## src/logic/reorder_pkg.sv

```systemverilog
package reorder_pkg;

    parameter int FRAME_LEN = 32;               // samples per frame
    parameter int ADDR_W    = $clog2(FRAME_LEN); // index width into one frame

    // order in which a completed frame is streamed out
    typedef enum logic {
        ORDER_NATURAL = 1'b0,
        ORDER_BITREV  = 1'b1
    } read_order_e;

endpackage

```

## src/logic/fft_sample_pkg.sv

```systemverilog
package fft_sample_pkg;

    // width of one real or imaginary component
    parameter int SAMPLE_W = 16;

    // one complex frequency sample as delivered by the butterfly datapath
    typedef struct packed {
        logic signed [SAMPLE_W-1:0] re;
        logic signed [SAMPLE_W-1:0] im;
    } cplx_sample_t;

endpackage
```

## src/logic/fft_reorder_top.sv

```systemverilog
`timescale 1ns/1ns

module fft_reorder_top #(
    parameter int DATA_WIDTH = fft_sample_pkg::SAMPLE_W,
    parameter int FRAME_LEN  = reorder_pkg::FRAME_LEN,
    parameter int ADDR_W     = reorder_pkg::ADDR_W
) (
    input  logic                         i_clk,
    input  logic                         i_reset,
    input  logic                         i_valid,
    input  fft_sample_pkg::cplx_sample_t i_sample,
    input  reorder_pkg::read_order_e     i_order,
    output logic                         o_valid,
    output fft_sample_pkg::cplx_sample_t o_sample
);

    fft_sample_pkg::cplx_sample_t bank_rd [0:FRAME_LEN-1];
    fft_sample_pkg::cplx_sample_t sel_sample;
    logic                         frame_done;
    reorder_pkg::read_order_e     frame_order;
    logic [ADDR_W-1:0]            rd_addr;

    frame_collector #(
        .DATA_WIDTH (DATA_WIDTH),
        .FRAME_LEN  (FRAME_LEN),
        .ADDR_W     (ADDR_W)
    ) collector_i (
        .i_clk         (i_clk),
        .i_reset       (i_reset),
        .i_valid       (i_valid),
        .i_sample      (i_sample),
        .i_order       (i_order),
        .o_frame_done  (frame_done),
        .o_frame_order (frame_order),
        .o_bank        (bank_rd)
    );

    sample_select #(
        .DATA_WIDTH (DATA_WIDTH),
        .FRAME_LEN  (FRAME_LEN),
        .ADDR_W     (ADDR_W)
    ) select_i (
        .i_addr   (rd_addr),
        .i_bank   (bank_rd),
        .o_sample (sel_sample)
    );

    frame_reader #(
        .FRAME_LEN (FRAME_LEN),
        .ADDR_W    (ADDR_W)
    ) reader_i (
        .i_clk        (i_clk),
        .i_reset      (i_reset),
        .i_frame_done (frame_done),
        .i_order      (frame_order),
        .i_sel_sample (sel_sample),
        .o_rd_addr    (rd_addr),
        .o_valid      (o_valid),
        .o_sample     (o_sample)
    );

endmodule

```

## src/logic/frame_reader.sv

```systemverilog
`timescale 1ns/1ns

module frame_reader #(
    parameter int FRAME_LEN = 32,
    parameter int ADDR_W    = 5
) (
    input  logic                         i_clk,
    input  logic                         i_reset,
    input  logic                         i_frame_done,
    input  reorder_pkg::read_order_e     i_order,
    input  fft_sample_pkg::cplx_sample_t i_sel_sample,
    output logic [ADDR_W-1:0]            o_rd_addr,
    output logic                         o_valid,
    output fft_sample_pkg::cplx_sample_t o_sample
);

    logic                     busy;
    logic [ADDR_W-1:0]        rd_cnt;
    logic [ADDR_W-1:0]        rd_cnt_rev;
    reorder_pkg::read_order_e order_q;

    always_ff @(posedge i_clk) begin
        if (i_reset) begin
            busy    <= 1'b0;
            rd_cnt  <= '0;
            order_q <= reorder_pkg::ORDER_NATURAL;
        end else if (i_frame_done) begin
            busy    <= 1'b1; // a new frame always restarts the sequence
            rd_cnt  <= '0;
            order_q <= i_order;
        end else if (busy) begin
            if (rd_cnt == ADDR_W'(FRAME_LEN - 1)) begin
                busy   <= 1'b0;
                rd_cnt <= '0;
            end else begin
                rd_cnt <= rd_cnt + 1'b1;
            end
        end
    end

    always_comb begin
        for (int b = 0; b < ADDR_W; b++) begin
            rd_cnt_rev[b] = rd_cnt[ADDR_W-1-b];
        end
    end

    assign o_rd_addr = (order_q == reorder_pkg::ORDER_BITREV) ? rd_cnt_rev : rd_cnt;

    // valid is busy delayed by the one edge the sample register adds
    always_ff @(posedge i_clk) begin
        if (i_reset) begin
            o_valid <= 1'b0;
        end else begin
            o_valid <= busy;
        end
    end

    always_ff @(posedge i_clk) begin
        if (busy) begin
            o_sample <= i_sel_sample;
        end
    end

endmodule

```

## src/logic/sample_select.sv

```systemverilog
`timescale 1ns/1ns

module sample_select #(
    parameter int DATA_WIDTH = 16,
    parameter int FRAME_LEN  = 32,
    parameter int ADDR_W     = 5
) (
    input  logic [ADDR_W-1:0]            i_addr,
    input  fft_sample_pkg::cplx_sample_t i_bank [0:FRAME_LEN-1],
    output fft_sample_pkg::cplx_sample_t o_sample
);

    logic signed [DATA_WIDTH-1:0] sel_re;
    logic signed [DATA_WIDTH-1:0] sel_im;

    // FRAME_LEN-to-1 selector, both signed components steered by one address
    always_comb begin
        sel_re = '0; // addresses past the frame read as zero
        sel_im = '0;
        for (int k = 0; k < FRAME_LEN; k++) begin
            if (i_addr == ADDR_W'(k)) begin
                sel_re = i_bank[k].re;
                sel_im = i_bank[k].im;
            end
        end
    end

    assign o_sample.re = sel_re;
    assign o_sample.im = sel_im;

endmodule

```

## src/logic/frame_collector.sv

```systemverilog
`timescale 1ns/1ns

module frame_collector #(
    parameter int DATA_WIDTH = 16,
    parameter int FRAME_LEN  = 32,
    parameter int ADDR_W     = 5
) (
    input  logic                        i_clk,
    input  logic                        i_reset,
    input  logic                        i_valid,
    input  fft_sample_pkg::cplx_sample_t i_sample,
    input  reorder_pkg::read_order_e    i_order,
    output logic                        o_frame_done,
    output reorder_pkg::read_order_e    o_frame_order,
    output fft_sample_pkg::cplx_sample_t o_bank [0:FRAME_LEN-1]
);

    // two banks per component, indexed by bank then sample
    logic signed [DATA_WIDTH-1:0] mem_re [0:1][0:FRAME_LEN-1];
    logic signed [DATA_WIDTH-1:0] mem_im [0:1][0:FRAME_LEN-1];

    logic [ADDR_W-1:0] wr_cnt;
    logic              bank_sel; // back bank, the one being written
    logic              rd_sel;   // front bank seen by the selector
    logic              last_sample;

    assign last_sample = i_valid && (wr_cnt == ADDR_W'(FRAME_LEN - 1));

    always_ff @(posedge i_clk) begin
        if (i_reset) begin
            wr_cnt        <= '0;
            bank_sel      <= 1'b0;
            o_frame_done  <= 1'b0;
            o_frame_order <= reorder_pkg::ORDER_NATURAL;
        end else begin
            o_frame_done <= 1'b0;
            if (last_sample) begin
                wr_cnt        <= '0;
                bank_sel      <= ~bank_sel;
                o_frame_done  <= 1'b1;
                o_frame_order <= i_order; // order travels with the frame it was sent with
            end else if (i_valid) begin
                wr_cnt <= wr_cnt + 1'b1;
            end
        end
    end

    // the read side follows the swap one edge later, so the reader's last
    // address of a frame still sees that frame when the next one ends gapless
    always_ff @(posedge i_clk) begin
        if (i_reset) begin
            rd_sel <= 1'b1;
        end else if (o_frame_done) begin
            rd_sel <= ~bank_sel;
        end
    end

    always_ff @(posedge i_clk) begin
        if (i_valid) begin
            mem_re[bank_sel][wr_cnt] <= i_sample.re;
            mem_im[bank_sel][wr_cnt] <= i_sample.im;
        end
    end

    always_comb begin
        for (int k = 0; k < FRAME_LEN; k++) begin
            o_bank[k].re = mem_re[rd_sel][k];
            o_bank[k].im = mem_im[rd_sel][k];
        end
    end

endmodule

```

## config.mk

```make
export PLATFORM = sky130hd
export DESIGN_NAME = fft_reorder_top
export DESIGN_NICKNAME = d
export VERILOG_FILES = /design/src/logic/reorder_pkg.sv /design/src/logic/fft_sample_pkg.sv /design/src/logic/fft_reorder_top.sv /design/src/logic/frame_reader.sv /design/src/logic/sample_select.sv /design/src/logic/frame_collector.sv
export SDC_FILE = /design/constraint.sdc
export NUM_CORES = 2
export LEC_CHECK = 0
export BUFFER_PORTS_ARGS = -buffer_cell sky130_fd_sc_hd__buf_2
export CAP_MARGIN = 25
export CORE_UTILIZATION = 45
export DETAILED_ROUTE_END_ITERATION = 7
export GPL_TIMING_DRIVEN = 1
export MAX_ROUTING_LAYER = met4
export PLACE_DENSITY = 0.62
export SLEW_MARGIN = 15
export SYNTH_ARGS = -nofsm -noshare
export SYNTH_HDL_FRONTEND = slang
export SYNTH_SLANG_ARGS = --single-unit
```

## constraint.sdc

```tcl
create_clock -name i_clk -period 4.1 [get_ports i_clk]
set_input_delay 0.41 -clock i_clk [delete_from_list [all_inputs] [get_ports i_clk]]
set_output_delay 0.41 -clock i_clk [all_outputs]
set_load 0.005 [all_outputs]
```

After elaboration in Yosys (flattened, before gate mapping)
Memories as Yosys holds them, arrays and structs flattened. A register that Yosys moved wholly into a read port is not among the register bits.
Cells that the tools add are included.
{ "word_totals": {"regBits": 49, "ramBits": 2048, "out_inout_bits": 33, "wordCells": 135, "mem_count": 2} }
{ "memory_table": {"columns": ["memory", "words", "word_bits", "read_ports", "rd_clocked_by_memory_dff", "wr", "line_no", "source"], "rows": [
  ["collector_i.mem_im", 2, 512, 1, 1, 1, "frame_collector.sv:20", "logic signed [DATA_WIDTH-1:0] mem_im [0:1][0:FRAME_LEN-1];"],
  ["collector_i.mem_re", 2, 512, 1, 1, 1, "frame_collector.sv:19", "logic signed [DATA_WIDTH-1:0] mem_re [0:1][0:FRAME_LEN-1];"]
]} }
{ "classes": {"addsub": 2, "order_cmp": 2, "eq_ne": 33, "n_mux": 78, "bitwise": 2, "n_reduce_logical": 5} }
{ "op_table": {"columns": ["cell", "count"], "rows": [
  ["16-bit 2-to-1 mux", 65],
  ["512-bit 2-to-1 mux", 1],
  ["5-bit == test, second input constant", 18],
  ["16-bit demux with 5-bit select", 1],
  ["5-bit by 4-bit == test with 1-bit output, second input constant", 8],
  ["5-bit by 3-bit == test with 1-bit output, second input constant", 4],
  ["5-bit by 1-bit adder with 5-bit output, second input constant", 2],
  ["5-bit by 2-bit == test with 1-bit output, second input constant", 2],
  ["5-bit 2-to-1 mux", 2],
  ["1-bit 2-to-1 mux", 9],
  ["6-bit >= comparator, second input constant", 1],
  ["6-bit by 1-bit < comparator with 1-bit output, second input constant", 1],
  ["5-bit inverter with 6-bit output", 1],
  ["5-bit by 1-bit == test with 1-bit output, second input constant", 1],
  ["5-bit logical NOT", 1],
  ["2-bit OR reduction", 2],
  ["1-bit logical AND", 2],
  ["1-bit inverter", 1]
]} }

Longest topological paths before layout
{ "logic_depth": {"depth_word": 34, "ltp_mapped": 11, "ltp_nobuf": 7} }

Cells and area by module
A second synthesis with hierarchy kept.
{ "hier_totals": {"cells_unflattened": 4922, "hier_area_um2": 87226.2} }
{ "modules_own_cells": {"columns": ["mod", "instances", "cells_each", "area_each_um2"], "rows": [
  ["frame_collector", 1, 3330, 76059.2],
  ["sample_select", 1, 1519, 9799.4],
  ["frame_reader", 1, 73, 1367.6]
]} }

Worst setup path before layout
OpenSTA, ideal clock, no wires.
{ "synth_path": {"kind": "register to register", "start": "reg collector_i.wr_cnt[4]", "end": "mem collector_i.mem_im[1][192] in the netlist's numbering, enable pin", "setup_time_ns": 0.421, "arrival_time_ns": 2.540, "required_ns": 3.679, "slack_ns": 1.138, "path_stages_with_launch": 5, "n_path_buf": 2, "synth_period_minus_slack_ns": 2.962, "path_cell_list": "dfxtp_1 -> clkbuf_1 -> or3b_2 -> clkbuf_1 -> nor2_1"} }
{ "synth_between": {"elab_chain_cells": 6, "elab_cells_between_ends": 7} }
{ "synth_lines": {"columns": ["element", "line_no", "source"], "rows": [
  ["start: declaration", "frame_collector.sv:22", "logic [ADDR_W-1:0] wr_cnt;"],
  ["start signal: assignment", "frame_collector.sv:43", "wr_cnt <= wr_cnt + 1'b1;"],
  ["5-bit inverter with 6-bit output (not written as such) *", "frame_collector.sv:61", "mem_im[bank_sel][wr_cnt] <= i_sample.im;"],
  ["6-bit >= comparator (not written as such) / 6-bit by 1-bit < comparator with 1-bit output (equally long branches)", "frame_collector.sv:61", null],
  ["1-bit logical AND (not written as such)", "frame_collector.sv:61", null],
  ["16-bit 2-to-1 mux (not written as such)", "frame_collector.sv:61", null],
  ["16-bit demux with 5-bit select *", "frame_collector.sv:61", null],
  ["512-bit 2-to-1 mux (not written as such) *", "frame_collector.sv:61", null],
  ["end: declaration", "frame_collector.sv:20", null]
]} }
Every way passes the cells marked *; elsewhere a longest branch is shown, timed or not.

==> key figures <==
STA
  • Min Tclk post-route: between 4 and 5 ns
  • Final worst setup slack: -0.0711 ns
  • Slew Viols, Final: 0
  • Slew HR: a little under a third
  • Tcrit/Tclk final: 102%
  • Count of final hold-check violations: 0
  • Worst slew pin tran: ~1.0 ns
  • Fmax achieved: between 200 and 250 MHz
  • # setup viols final: 1
  • RSZ-0062 raised after global routing: false
  • Clk_skew: between 0.03 and 0.04 ns
  • Hold slack: 0.0617 ns

Power and ir drop
  • Worst VDD drop: approximately 0.36 mV
  • Pleak: between 30 and 40 nW
  • Power Dens Cells: roughly 440 nW/um^2
  • Total power: between 40 and 50 mW

Clocking
  • Longest Clk Path Bufs: 3
  • Clk_lat worst skew: ~0.86 ns
  • CTS buffer count: ~210
  • H-tree Lvls: 4
  • Postcts setup bufs: 0
  • CTS sink count: about 2100
  • Root buf cell: clkbuf_16
  • Clock transition at the registers of the reported paths: ~0.060 ns
  • Clock tree from TritonCTS: yes

Setup path
  • Crit Path Category: reg2reg
  • Worst path max stage delay: 0.65 ns
  • Critical Path Start Type: flop
  • Worst path cell trace: and3b_1, o21ai_4, buf_12, buf_4, o2111ai_1, nor3_1, o211ai_1, a211oi_2, a21oi_1
  • CP arrival: around 4.7 ns
  • RR Startpoint: reader_i.rd_cnt[1]
  • R2R cell count: 9
  • Crit path max-delay cell type: dfxtp_1
  • CP startpoint: reader_i.rd_cnt[1]
  • Worst r2r dst: reader_i.o_sample[19]
  • WP depth: 9
  • CP top delay family: compound AO/OA/AOI/OAI gates
  • R2R Setup Slk: -0.07 ns
  • Critical path required time: 4.67 ns
  • Critical Path End: reader_i.o_sample[19]
  • WP buf/inv: 2
  • Max Fanout on Critical Path: 16
  • CP endpoint kind: flop

Outcome
  • Failing checks: DRC, setup timing
  • Status: finished with violations

Die
  • Die Area: around 190000 um^2
  • IO Count: about 70
  • Initial core utilization: between 40% and 50%
  • Core Box Area: approximately 190000 um^2
  • Row count: 159
  • Die H: approximately 440 um
  • Chip Width: around 440 um

Route
  • DRC: 24
  • Final wirelength: approximately 250000 um
  • DR vias/cell: just over 6
  • ANT nets after route: 0
  • 1st-pass router iterations: 8
  • DR iter-0 viols: around 5800
  • DR WL/cell: between 30 and 40 um
  • DR vias: approximately 49000

Worst hold path
  • Hold Crit Depth: 1
  • Worst hold path type: in2reg

Placed design
  • Post-DP HPWL: ~150000 um
  • Pre-CTS setup slack: a little under 0.09 ns
  • Final Wtd Congestion: around 0.92
  • Cell area after placement: 90300 um^2
  • Placed cells: about 7700
  • PortBufs: 68

Run
  • Maxcap violations: 0

GRT
  • GRT Total Usage: roughly a quarter
  • First-pass GRT wire length: 350000 um
  • Antenna violations before repair: 18
  • Vias in the first global route: between 40000 and 50000
  • Largest net degree at the start of global routing: approximately 140
  • Remaining global-route overflow: 0

Logic synthesis
  • Syn_area_per_cell: about 16 um^2
  • Synth top cells by count: edfxtp_1 (2080), mux2i_1 (773), a21oi_1 (295)
  • Yosys top cell by area: edfxtp_1
  • Synth top area share: approximately 73%
  • Ys flop type: edfxtp_1
  • Syn Nets: 5229
  • Ys async rst share: 0%
  • Ys Warns: 0
  • Cells after Synth: 5186
  • Top-count cell post-synth: edfxtp_1
  • Yosys reg bits: approximately 2100
  • EDFF count, synth: 2080
  • Synth cell types: between 70 and 80
  • Seq/Total Area, Yosys: 73.9%
  • Mapped Area: roughly 85000 um^2
  • Top cells by area, synth: edfxtp_1 (73%), mux2i_1 (9.1%), mux2_2 (3.0%)

Final layout
  • Area grow syn2layout: 13.9%
  • Nets: 5471
  • Post-route cell area: just under 100000 um^2
  • Post-route insts no fill: 8100
  • Share of cells above drive strength 1: around 18%
==> worst min-delay path by stage <==
stage | from | to
after CTS | i_sample[9] | collector_i.mem_im[0][313]
final | i_sample[9] | collector_i.mem_im[0][313]
after detailed placement | collector_i.rd_sel | collector_i.rd_sel
after floorplan | collector_i.o_frame_order | collector_i.o_frame_order
after global routing | i_sample[9] | collector_i.mem_im[0][361]
after global placement | collector_i.rd_sel | flop
==> worst reg2reg max path: cells and delay by family, from the launching register on <==
kind | cells | cell delay (ns)
AOI/OAI and AO/OA | 5 | 1.90
DFF | 1 | 0.65
buffers and inverters | 2 | 0.44
and+or+nand+nor | 2 | 0.90
==> per-stage QoR <==
| stage | TNS (ns) | utilization [%] |
|---|---|---|
| finish | -0.0711 | 51.6 |
| floorplan | 0 | - |
| CTS | 0 | 51.6 |
| detailed placement | 0 | 48.1 |
| global route | 0 | 51.6 |
| global placement | 0 | 48.1 |
==> power by group <==
| part | internal (mW) | switching [mW] | leakage, nW |
|---|---|---|---|
| Combinational | 0.0531 | 0.451 | 14.5 |
| Sequential | 23.6 | 0.0127 | 18.9 |
| Clock | 10.0 | 8.09 | 3.13 |
==> registers in the layout, summed over array words and instances, names as in the netlist, named ones only <==
signal and flops:
collector_i.o_frame_order 1, collector_i.mem_im 1024, reader_i.rd_cnt 5, collector_i.mem_re 1024, reader_i.busy 1, collector_i.wr_cnt 5, collector_i.o_frame_done 1, collector_i.rd_sel 1
reader_i.o_sample 32, reader_i.order_q 1, reader_i.o_valid 1, collector_i.bank_sel 1
==> area by class of cell <==
class / instances / area [um^2]
diodes: 10 / 25.0
flip-flops and latches: 2098 / 62800
inverters: 4 / 15.0
well taps: 2495 / 3120
fillers: 15300 / 90900
clock inverters: 113 / 955
multi-input cells: 2743 / 21200
clock buffers: 264 / 5440
repair buffers: 373 / 3280
==> placed cells by master, fill, tap and decap left out, types with 32 or more instances in the layout <==
master	instances
buf_4	246
o21ai_1	67
a221o_1	32
nor2b_1	37
buf_2	68
clkbuf_16	209
o221ai_1	32
o211ai_1	63
clkinv_1	50
nor2_1	107
o21a_1	32
nand3_1	71
nand2_1	176
mux2_2	224
nor3_1	131
clkinv_2	34
a21oi_1	293
mux2i_1	773
nor2_4	64
buf_12	48
nor4_1	32
clkbuf_1	55
o2111ai_1	59
o21ai_0	194
a211oi_1	62
edfxtp_1	2080
o22ai_1	96
==> routing by layer <==
metal	vias up	track usage, %	wire length (um)
met5	-	-	0
met1	25200	34.9	101000
met4	0	8.23	8210
met2	2137	40.9	117000
met3	424	5.27	20800
li1	21200	-	-
==> repair_timing <==
item	in CTS	in global routing
hold endpoints to repair	44	0
resized for setup	0	1
hold buffers	10	0
endpoints found under the setup margin	0	1
==> cell families (layout without fill, tap and decap cells) <==
family / Yosys count / in the layout / share of synthesized area (%)
xor+xnor: 1 / 1 / 0.0103
mux: 997 / 997 / 12.1
simple gates: 677 / 677 / 3.77
compound gates: 1061 / 1061 / 8.27
flops: 2098 / 2098 / 73.9
other cells: 0 / 10 / 0
fa+ha+maj: 7 / 7 / 0.103
buf+inv: 345 / 754 / 1.91
Note: power is estimated with default switching activity, not from simulation.
